[src/excomp_params.svh]
// 32-bit datapath; the data width must be a multiple of the multiplier step bits
`ifndef EXCOMP_PARAMS_SVH
`define EXCOMP_PARAMS_SVH

////////////////////////////////////////////////////////////
// datapath widths
////////////////////////////////////////////////////////////

// operand and result width
`define EXC_DATA_WIDTH 32
// physical register tag width
`define EXC_TAG_WIDTH 6

// multiplier bits retired per step
`define EXC_MULT_STEP_BITS 4
// steps for a full multiply
`define EXC_MULT_STEPS (`EXC_DATA_WIDTH / `EXC_MULT_STEP_BITS)

`endif

[src/excomp_pkg.sv]
// types for the execute/complete slice; slot order alu0, alu1, mult with alu0 highest
`include "excomp_params.svh"

package excomp_pkg;

  ////////////////////////////////////////////////////////////
  // vectors
  ////////////////////////////////////////////////////////////

  typedef logic [`EXC_DATA_WIDTH-1:0] data_t;
  typedef logic [`EXC_TAG_WIDTH-1:0] tag_t;
  // must reach EXC_MULT_STEPS itself
  typedef logic [$clog2(`EXC_MULT_STEPS + 1)-1:0] step_count_t;

  // number of result slots on the selector
  localparam int EXC_NUM_UNITS = 3;

  ////////////////////////////////////////////////////////////
  // enums and structs
  ////////////////////////////////////////////////////////////

  typedef enum logic [1:0] {
    alu_add,
    alu_sub,
    alu_and,
    alu_or
  } alu_func_e;

  typedef enum logic [1:0] {
    mult_idle,
    mult_run,
    mult_hold
  } mult_state_e;

  // issued op with operands already read
  typedef struct packed {
    logic      valid;
    tag_t      tag;
    data_t     opa;
    data_t     opb;
    alu_func_e func;
  } fu_op_t;

  // one execute/complete slot
  typedef struct packed {
    logic  valid;
    tag_t  tag;
    data_t value;
  } fu_result_t;

  // bus uses the slot layout as is
  typedef fu_result_t cdb_t;

endpackage

[src/alu_unit.sv]
// single-cycle ALU; a slot that loses arbitration holds its result and ready stays low
`timescale 1ns/1ps

module alu_unit (
  input  logic                   clock,
  input  logic                   reset,
  input  excomp_pkg::fu_op_t     op,
  input  logic                   grant,
  output logic                   ready,
  output excomp_pkg::fu_result_t slot
);
  import excomp_pkg::*;

  logic  slot_valid;
  tag_t  slot_tag;
  data_t slot_value;
  data_t result;
  logic  accept;

  // slot free, or being drained onto the bus this cycle
  assign ready  = !slot_valid || grant;
  assign accept = op.valid && ready;

  // function decode
  always_comb begin
    unique case (op.func)
      alu_add: result = op.opa + op.opb;
      alu_sub: result = op.opa - op.opb;
      alu_and: result = op.opa & op.opb;
      alu_or:  result = op.opa | op.opb;
    endcase
  end

  ////////////////////////////////////////////////////////////
  // execute/complete slot
  ////////////////////////////////////////////////////////////

  always_ff @(posedge clock) begin
    if (reset) begin
      slot_valid <= 1'b0;
    end else if (accept) begin
      slot_valid <= 1'b1;
    end else if (grant) begin
      // drained with nothing behind it
      slot_valid <= 1'b0;
    end
  end

  always_ff @(posedge clock) begin
    if (accept) begin
      slot_tag   <= op.tag;
      slot_value <= result;
    end
  end

  assign slot = '{valid: slot_valid, tag: slot_tag, value: slot_value};

  // a waiting result must reach the bus unchanged
  a_slot_held: assert property (@(posedge clock) disable iff (reset)
    (slot_valid && !grant) |=> (slot_valid && $stable(slot_tag) && $stable(slot_value)));

endmodule

[src/step_counter.sv]
// counts multiply steps down from EXC_MULT_STEPS-1; holds at zero until the next load
`timescale 1ns/1ps
`include "excomp_params.svh"

module step_counter (
  input  logic clock,
  input  logic reset,
  input  logic load,
  input  logic step,
  output logic last
);
  import excomp_pkg::*;

  step_count_t count;

  always_ff @(posedge clock) begin
    if (reset) begin
      count <= '0;
    end else if (load) begin
      count <= step_count_t'(`EXC_MULT_STEPS - 1);
    end else if (step && !last) begin
      count <= count - 1'b1;
    end
  end

  // final step in progress
  assign last = (count == '0);

  // control must not restart a multiply mid-run
  a_no_load_mid_run: assert property (@(posedge clock) disable iff (reset)
    load |-> !(step && !last));

endmodule

[src/mult_control.sv]
// multiplier sequencer; a finished result waits in mult_hold until the selector grants it
`timescale 1ns/1ps

module mult_control (
  input  logic                    clock,
  input  logic                    reset,
  input  logic                    start,
  input  logic                    last,
  input  logic                    grant,
  output excomp_pkg::mult_state_e state,
  output logic                    load,
  output logic                    step,
  output logic                    ready
);
  import excomp_pkg::*;

  mult_state_e state_next;

  // free when idle, or when the held product leaves this cycle
  assign ready = (state == mult_idle) || ((state == mult_hold) && grant);
  assign load  = start && ready;
  assign step  = (state == mult_run);

  ////////////////////////////////////////////////////////////
  // FSM
  ////////////////////////////////////////////////////////////

  always_comb begin
    state_next = state;
    case (state)
      mult_idle: begin
        if (start) state_next = mult_run;
      end
      mult_run: begin
        // leave after the last step
        if (last) state_next = mult_hold;
      end
      mult_hold: begin
        // back to back multiplies skip idle
        if (grant) state_next = start ? mult_run : mult_idle;
      end
      default: state_next = mult_idle;
    endcase
  end

  always_ff @(posedge clock) begin
    if (reset) begin
      state <= mult_idle;
    end else begin
      state <= state_next;
    end
  end

  a_state_legal: assert property (@(posedge clock) disable iff (reset)
    state inside {mult_idle, mult_run, mult_hold});

endmodule

[src/mult_unit.sv]
// shift-add multiplier; returns only the low EXC_DATA_WIDTH bits of the product
`timescale 1ns/1ps
`include "excomp_params.svh"

module mult_unit (
  input  logic                   clock,
  input  logic                   reset,
  input  excomp_pkg::fu_op_t     op,
  input  logic                   grant,
  output logic                   ready,
  output excomp_pkg::fu_result_t slot
);
  import excomp_pkg::*;

  mult_state_e state;
  logic        load;
  logic        step;
  logic        last;

  // multiplicand, shifted up one digit per step
  data_t mcand;
  // multiplier bits not yet consumed
  data_t mplier;
  data_t prod;
  tag_t  tag_r;
  data_t step_term;

  ////////////////////////////////////////////////////////////
  // control and step count
  ////////////////////////////////////////////////////////////

  mult_control i_control (
    .clock (clock),
    .reset (reset),
    .start (op.valid),
    .last  (last),
    .grant (grant),
    .state (state),
    .load  (load),
    .step  (step),
    .ready (ready)
  );

  step_counter i_counter (
    .clock (clock),
    .reset (reset),
    .load  (load),
    .step  (step),
    .last  (last)
  );

  ////////////////////////////////////////////////////////////
  // datapath
  ////////////////////////////////////////////////////////////

  // one digit of the multiplier times the shifted multiplicand
  assign step_term = mcand * data_t'(mplier[`EXC_MULT_STEP_BITS-1:0]);

  always_ff @(posedge clock) begin
    if (load) begin
      mcand  <= op.opa;
      mplier <= op.opb;
      prod   <= '0;
      tag_r  <= op.tag;
    end else if (step) begin
      prod   <= prod + step_term;
      mcand  <= mcand << `EXC_MULT_STEP_BITS;
      mplier <= mplier >> `EXC_MULT_STEP_BITS;
    end
  end

  // slot is full only once the product is complete
  assign slot = '{valid: (state == mult_hold), tag: tag_r, value: prod};

endmodule

[src/complete_select.sv]
// fixed priority with alu0 highest; a slot starved by higher slots is never granted
`timescale 1ns/1ps

module complete_select (
  input  logic                                 clock,
  input  logic                                 reset,
  input  excomp_pkg::fu_result_t               alu0_slot,
  input  excomp_pkg::fu_result_t               alu1_slot,
  input  excomp_pkg::fu_result_t               mult_slot,
  output logic [excomp_pkg::EXC_NUM_UNITS-1:0] grant,
  output excomp_pkg::cdb_t                     cdb
);
  import excomp_pkg::*;

  fu_result_t [EXC_NUM_UNITS-1:0] slots;
  logic       [EXC_NUM_UNITS-1:0] req;
  fu_result_t                     sel;

  logic  cdb_valid;
  tag_t  cdb_tag;
  data_t cdb_value;

  // index order matches priority
  assign slots = {mult_slot, alu1_slot, alu0_slot};

  ////////////////////////////////////////////////////////////
  // priority grant
  ////////////////////////////////////////////////////////////

  always_comb begin
    grant = '0;
    sel   = '0;
    for (int i = 0; i < EXC_NUM_UNITS; i++) begin
      req[i] = slots[i].valid;
    end
    // walk up from lowest priority so the last hit wins
    for (int i = EXC_NUM_UNITS - 1; i >= 0; i--) begin
      if (req[i]) begin
        grant    = '0;
        grant[i] = 1'b1;
        sel      = slots[i];
      end
    end
  end

  ////////////////////////////////////////////////////////////
  // registered bus
  ////////////////////////////////////////////////////////////

  always_ff @(posedge clock) begin
    if (reset) begin
      cdb_valid <= 1'b0;
    end else begin
      cdb_valid <= |grant;
    end
  end

  always_ff @(posedge clock) begin
    cdb_tag   <= sel.tag;
    cdb_value <= sel.value;
  end

  assign cdb = '{valid: cdb_valid, tag: cdb_tag, value: cdb_value};

  a_grant_onehot: assert property (@(posedge clock) disable iff (reset) $onehot0(grant));
  a_grant_backed: assert property (@(posedge clock) disable iff (reset)
    (grant & ~req) == '0);

endmodule

[src/exec_complete.sv]
// execute/complete top; ops must carry ready operands and tags unique while in flight
`timescale 1ns/1ps

module exec_complete (
  input  logic               clock,
  input  logic               reset,
  input  excomp_pkg::fu_op_t alu0_op,
  input  excomp_pkg::fu_op_t alu1_op,
  input  excomp_pkg::fu_op_t mult_op,
  output logic               alu0_ready,
  output logic               alu1_ready,
  output logic               mult_ready,
  output excomp_pkg::cdb_t   cdb
);
  import excomp_pkg::*;

  // slots into the selector
  fu_result_t alu0_slot;
  fu_result_t alu1_slot;
  fu_result_t mult_slot;
  // bit 0 alu0, bit 1 alu1, bit 2 mult
  logic [EXC_NUM_UNITS-1:0] grant;

  ////////////////////////////////////////////////////////////
  // functional units
  ////////////////////////////////////////////////////////////

  alu_unit i_alu0 (
    .clock (clock),
    .reset (reset),
    .op    (alu0_op),
    .grant (grant[0]),
    .ready (alu0_ready),
    .slot  (alu0_slot)
  );

  alu_unit i_alu1 (
    .clock (clock),
    .reset (reset),
    .op    (alu1_op),
    .grant (grant[1]),
    .ready (alu1_ready),
    .slot  (alu1_slot)
  );

  mult_unit i_mult (
    .clock (clock),
    .reset (reset),
    .op    (mult_op),
    .grant (grant[2]),
    .ready (mult_ready),
    .slot  (mult_slot)
  );

  // completion and bus
  complete_select i_select (
    .clock     (clock),
    .reset     (reset),
    .alu0_slot (alu0_slot),
    .alu1_slot (alu1_slot),
    .mult_slot (mult_slot),
    .grant     (grant),
    .cdb       (cdb)
  );

endmodule

[config.mk]
export PLATFORM = sky130hd
export DESIGN_NAME = exec_complete
export DESIGN_NICKNAME = d
export VERILOG_FILES = /design/src/excomp_pkg.sv /design/src/alu_unit.sv /design/src/step_counter.sv /design/src/mult_control.sv /design/src/mult_unit.sv /design/src/complete_select.sv /design/src/exec_complete.sv
export VERILOG_INCLUDE_DIRS = /design/src
export SDC_FILE = /design/constraint.sdc
export NUM_CORES = 1
export LEC_CHECK = 0
export ABC_AREA = 1
export BUFFER_PORTS_ARGS = -buffer_cell sky130_fd_sc_hd__buf_2
export CAP_MARGIN = 30
export CORE_ASPECT_RATIO = 0.9
export CORE_MARGIN = 10
export CORE_UTILIZATION = 60
export CTS_CLUSTER_DIAMETER = 50
export DETAILED_ROUTE_END_ITERATION = 12
export HOLD_SLACK_MARGIN = 0.15
export PLACE_DENSITY_LB_ADDON = 0.12
export SLEW_MARGIN = 25
export SYNTH_ARGS = -nofsm -noshare
export SYNTH_HDL_FRONTEND = slang
export SYNTH_SLANG_ARGS = --single-unit
[constraint.sdc]
create_clock -name clock -period 6.8 [get_ports clock]
set_input_delay 0.34 -clock clock [delete_from_list [all_inputs] [get_ports clock]]
set_output_delay 0.34 -clock clock [all_outputs]
set_load 0.01 [all_outputs]
==> results.cfg <==
[synth]
ys_top_cells_by_area = edfxtp_1 20%, nand2_1 18%, inv_1 11%
synthTopCellsByCount = 1032 x nand2_1, 636 x inv_1, 273 x nor2_1, 254 x nand3_1, 146 x edfxtp_1
yosysTopAreaCell = edfxtp_1
synth_flop_cell = edfxtp_1
yosysSeqAreaShare_pct = 27.8
syn-mean-instance-area_um2 = 6.64
ys_seq_elements = 225
syn-cell-area_um2 = 21400
async_flop_share_pct = 0
yosysWarnings = 0
synth_cell_types = 51
synth_edf_count = 146
synth_top_area_share_pct = 20.4
synth_nets = 3644
yosysMostFrequentCell = nand2_1
syn_inst = 3231

[grt]
grt_pass1_wl_mm = 119
grt_max_degree = 65
grt-ovfl-total = 0
grt_pass1_vias = 22200
grt_antenna_before_repair = 0
grt_usage_pct = 34.7

[cts]
root_buffer = clkbuf_16
cts_resized = 0
post-cts-setup-buffers = 0
cts_tree = done
numCtsBuffers = 28
cts_buffer_depth = 3
worstSkewPairLatency_ns = 0.60
h-tree-depth = 1
clock-sinks = 225
path_clk_slew_ns = 0.07

[route]
first_iter_violations = 2764
viasPerCell = 5.68
vias = 22900
ant_nets = 0
drc = 0
wl_mm = 78.0
first_pass_iters = 6
wl_per_cell_um = 19.4

[sta]
drv_slew = 0
tightest_slew_ns = 0.934
timing.hold.ws_ns = 0.188
fmaxAchievable_mhz = 223
finalHoldViolCount = 0
finClkSkew_ns = 0.0516
fin_tns_setup_ns = 0
period_minus_slack_ns = 4.48
fin_crit_sh_pct = 65.9
setup_viol_count_final = 0
slew_headroom_pct = 37.8
grt_setup_unrepaired = no

[final_layout]
syn2layout_area_growth_pct = 16.2
final-instance-count-excl-fill = 4032
seq_area_um2 = 5970
post-route-util_pct = 70.9
fillers = 2856
drive_gt1_share_pct = 11.0
final_nets = 3954
multi_input_area_um2 = 12700
n_antenna_cell = 0

[pwr]
power_mw = 8.43
seqPwrFrac_pct = 22.8
p_comb_share_pct = 59.0
power_frac_clock_pct = 18.2
internal-power_mw = 4.23
power-per-cell-area_nw_per_um2 = 338
netSwitchingFraction_pct = 49.8
power.leakage_nw = 13.8
ir_worst_vdd_uv = 276
power.switching_mw = 4.20

[critical_path]
crit_chain = buf_8 -> nand2_1 -> inv_1 -> fa_1 -> fa_1 -> inv_1 -> fa_1 -> inv_1 -> ha_1 -> nand3_1 -> nand3_1 -> nand2_1 -> nand3b_1 -> nand3_1 -> nand2_1 -> nand2_1 -> nand2_1 -> o21bai_1 -> inv_1
crit_path_top_delay_cell = edfxtp_1
path_class = reg2reg
worstSetupStartpointType = register
crit_path_max_incr_delay_ns = 0.82
crit_path_max_fanout = 17
critPathTopFamily = adder cells
arrival_ns = 4.96
crit_required_ns = 7.28
cpMostUsedCell = nand2_1
path_buf_inv = 5
worst_setup_path_end_kind = register

[flow_run]
cap_violations = 0

[run_status]
status = complete, no violations

[placement]
place_congestion = 1.01
dp_cells = 3894
place.detailed.hpwl_mm = 59.1
portBuffers = 259

[floorplan]
die_h_um = 199
die_w_um = 219
fp-row-count = 65
start_util_pct = 61.0
die_area_um2 = 43700
coreArea_um2 = 35100
num_io_pins = 263

[hold_path]
hold_class = in2reg
==> flip-flops by register name (all words and copies together) (netlist names), 2 cells and up <==
register and flops:
i_mult.i_counter.count 4, i_select.cdb_value 32, i_alu0.slot_value 32, i_mult.tag_r 6, i_select.cdb_tag 6, i_mult.mplier 32, i_alu0.slot_tag 6, i_mult.i_control.state 2
i_mult.prod 32, i_alu1.slot_value 32, i_alu1.slot_tag 6, i_mult.mcand 32
==> worst register-to-register path, stage by stage, from the launching register on <==
cell and delay, ns:
edfxtp_1 0.82, buf_8 0.25, nand2_1 0.09, inv_1 0.09, fa_1 0.43, fa_1 0.49, inv_1 0.05, fa_1 0.48
inv_1 0.05, ha_1 0.34, nand3_1 0.14, nand3_1 0.20, nand2_1 0.11, nand3b_1 0.24, nand3_1 0.15, nand2_1 0.10
nand2_1 0.07, nand2_1 0.04, o21bai_1 0.16, inv_1 0.05
==> metrics by stage <==
stage	worst slack [ns]	cell area, µm²
2_1_floorplan	3.08	21400
3_3_place_gp	2.36	23000
3_5_place_dp	2.32	23100
4_1_cts	2.29	24900
5_1_grt	2.13	24900
6_report	2.32	24900
==> power by group through the flow <==
stage | clock (mW) | sequential [mW] | combinational, mW
detailed placement | 0 | 1.94 | 4.71
floorplan | 0 | 1.86 | 3.38
global placement | 0 | 1.94 | 4.60
finish | 1.53 | 1.92 | 4.97
global route | 1.59 | 1.93 | 5.55
CTS | 1.51 | 1.91 | 4.81
==> cells by family after synthesis <==
kind of cell | count (synthesis) | share of synthesized area (%)
adder cells (fa/ha/maj) | 192 | 14.3
flip-flops | 225 | 27.8
AO/OA/AOI/OAI | 336 | 9.19
other | 1 | 0.0175
multiplexers | 1 | 0.0467
buffers and inverters | 727 | 13.1
XOR/XNOR | 72 | 2.94
AND/OR/NAND/NOR | 1677 | 32.6
==> cell type report <==
cell class / count / area share [%]
multi-input cells: 2279 / 50.9
flip-flops and latches: 225 / 24.0
well taps: 469 / 2.36
clock buffers: 30 / 2.84
clock inverters: 22 / 0.969
inverters: 649 / 9.78
repair buffers: 358 / 9.20
==> routing by layer <==
layer | global-route usage, % | wire length (µm) | vias up
met1 | 42.1 | 29000 | 10600
li1 | - | - | 10700
met4 | 18.6 | 4680 | 0
met3 | 6.47 | 7650 | 270
met5 | 0 | 0 | -
met2 | 57.8 | 36700 | 1292
==> path summary, 6_finish.rpt <==
kind	start	end	slack, ns	depth (start not counted)
min	alu0_op[55]	i_alu0.slot_value[21]	0.19	3
min reg2reg	i_alu1.slot_value[24]	i_select.cdb_value[24]	0.46	2
max reg2reg	i_mult.mplier[2]	i_mult.prod[17]	2.32	19
max	i_mult.mplier[2]	i_mult.prod[17]	2.32	19
==> cell usage in the layout (no fill, tap or decap), types with 3 or more instances in the layout <==
master / count
nand2_1: 1031
inv_1: 636
nor2_1: 271
buf_2: 259
nand3_1: 254
edfxtp_1: 146
o21ai_0: 106
ha_1: 104
a21oi_1: 99
fa_1: 88
dlygate4sd3_1: 84
dfxtp_1: 79
xor2_1: 53
o211ai_1: 46
a31oi_1: 31
clkbuf_16: 28
nand4_1: 25
o21bai_1: 25
nand2_2: 20
xnor2_1: 19
nor3_1: 17
nand3b_1: 16
o21ai_1: 15
inv_2: 13
nor2_2: 12
buf_4: 10
and2_1: 5
nand3_2: 4
nor2_4: 4
clkinv_1: 4
buf_8: 4
nor3_2: 3
or2_2: 3
nor4_1: 3
clkinvlp_4: 3
clkinv_2: 3
inv_6: 3
==> what timing repair did <==
action	in CTS	in global routing
endpoints found under the hold margin	88	0
hold buffers	84	0
setup endpoints to repair	0	0
No activity file was read; power rests on OpenSTA's default activity.
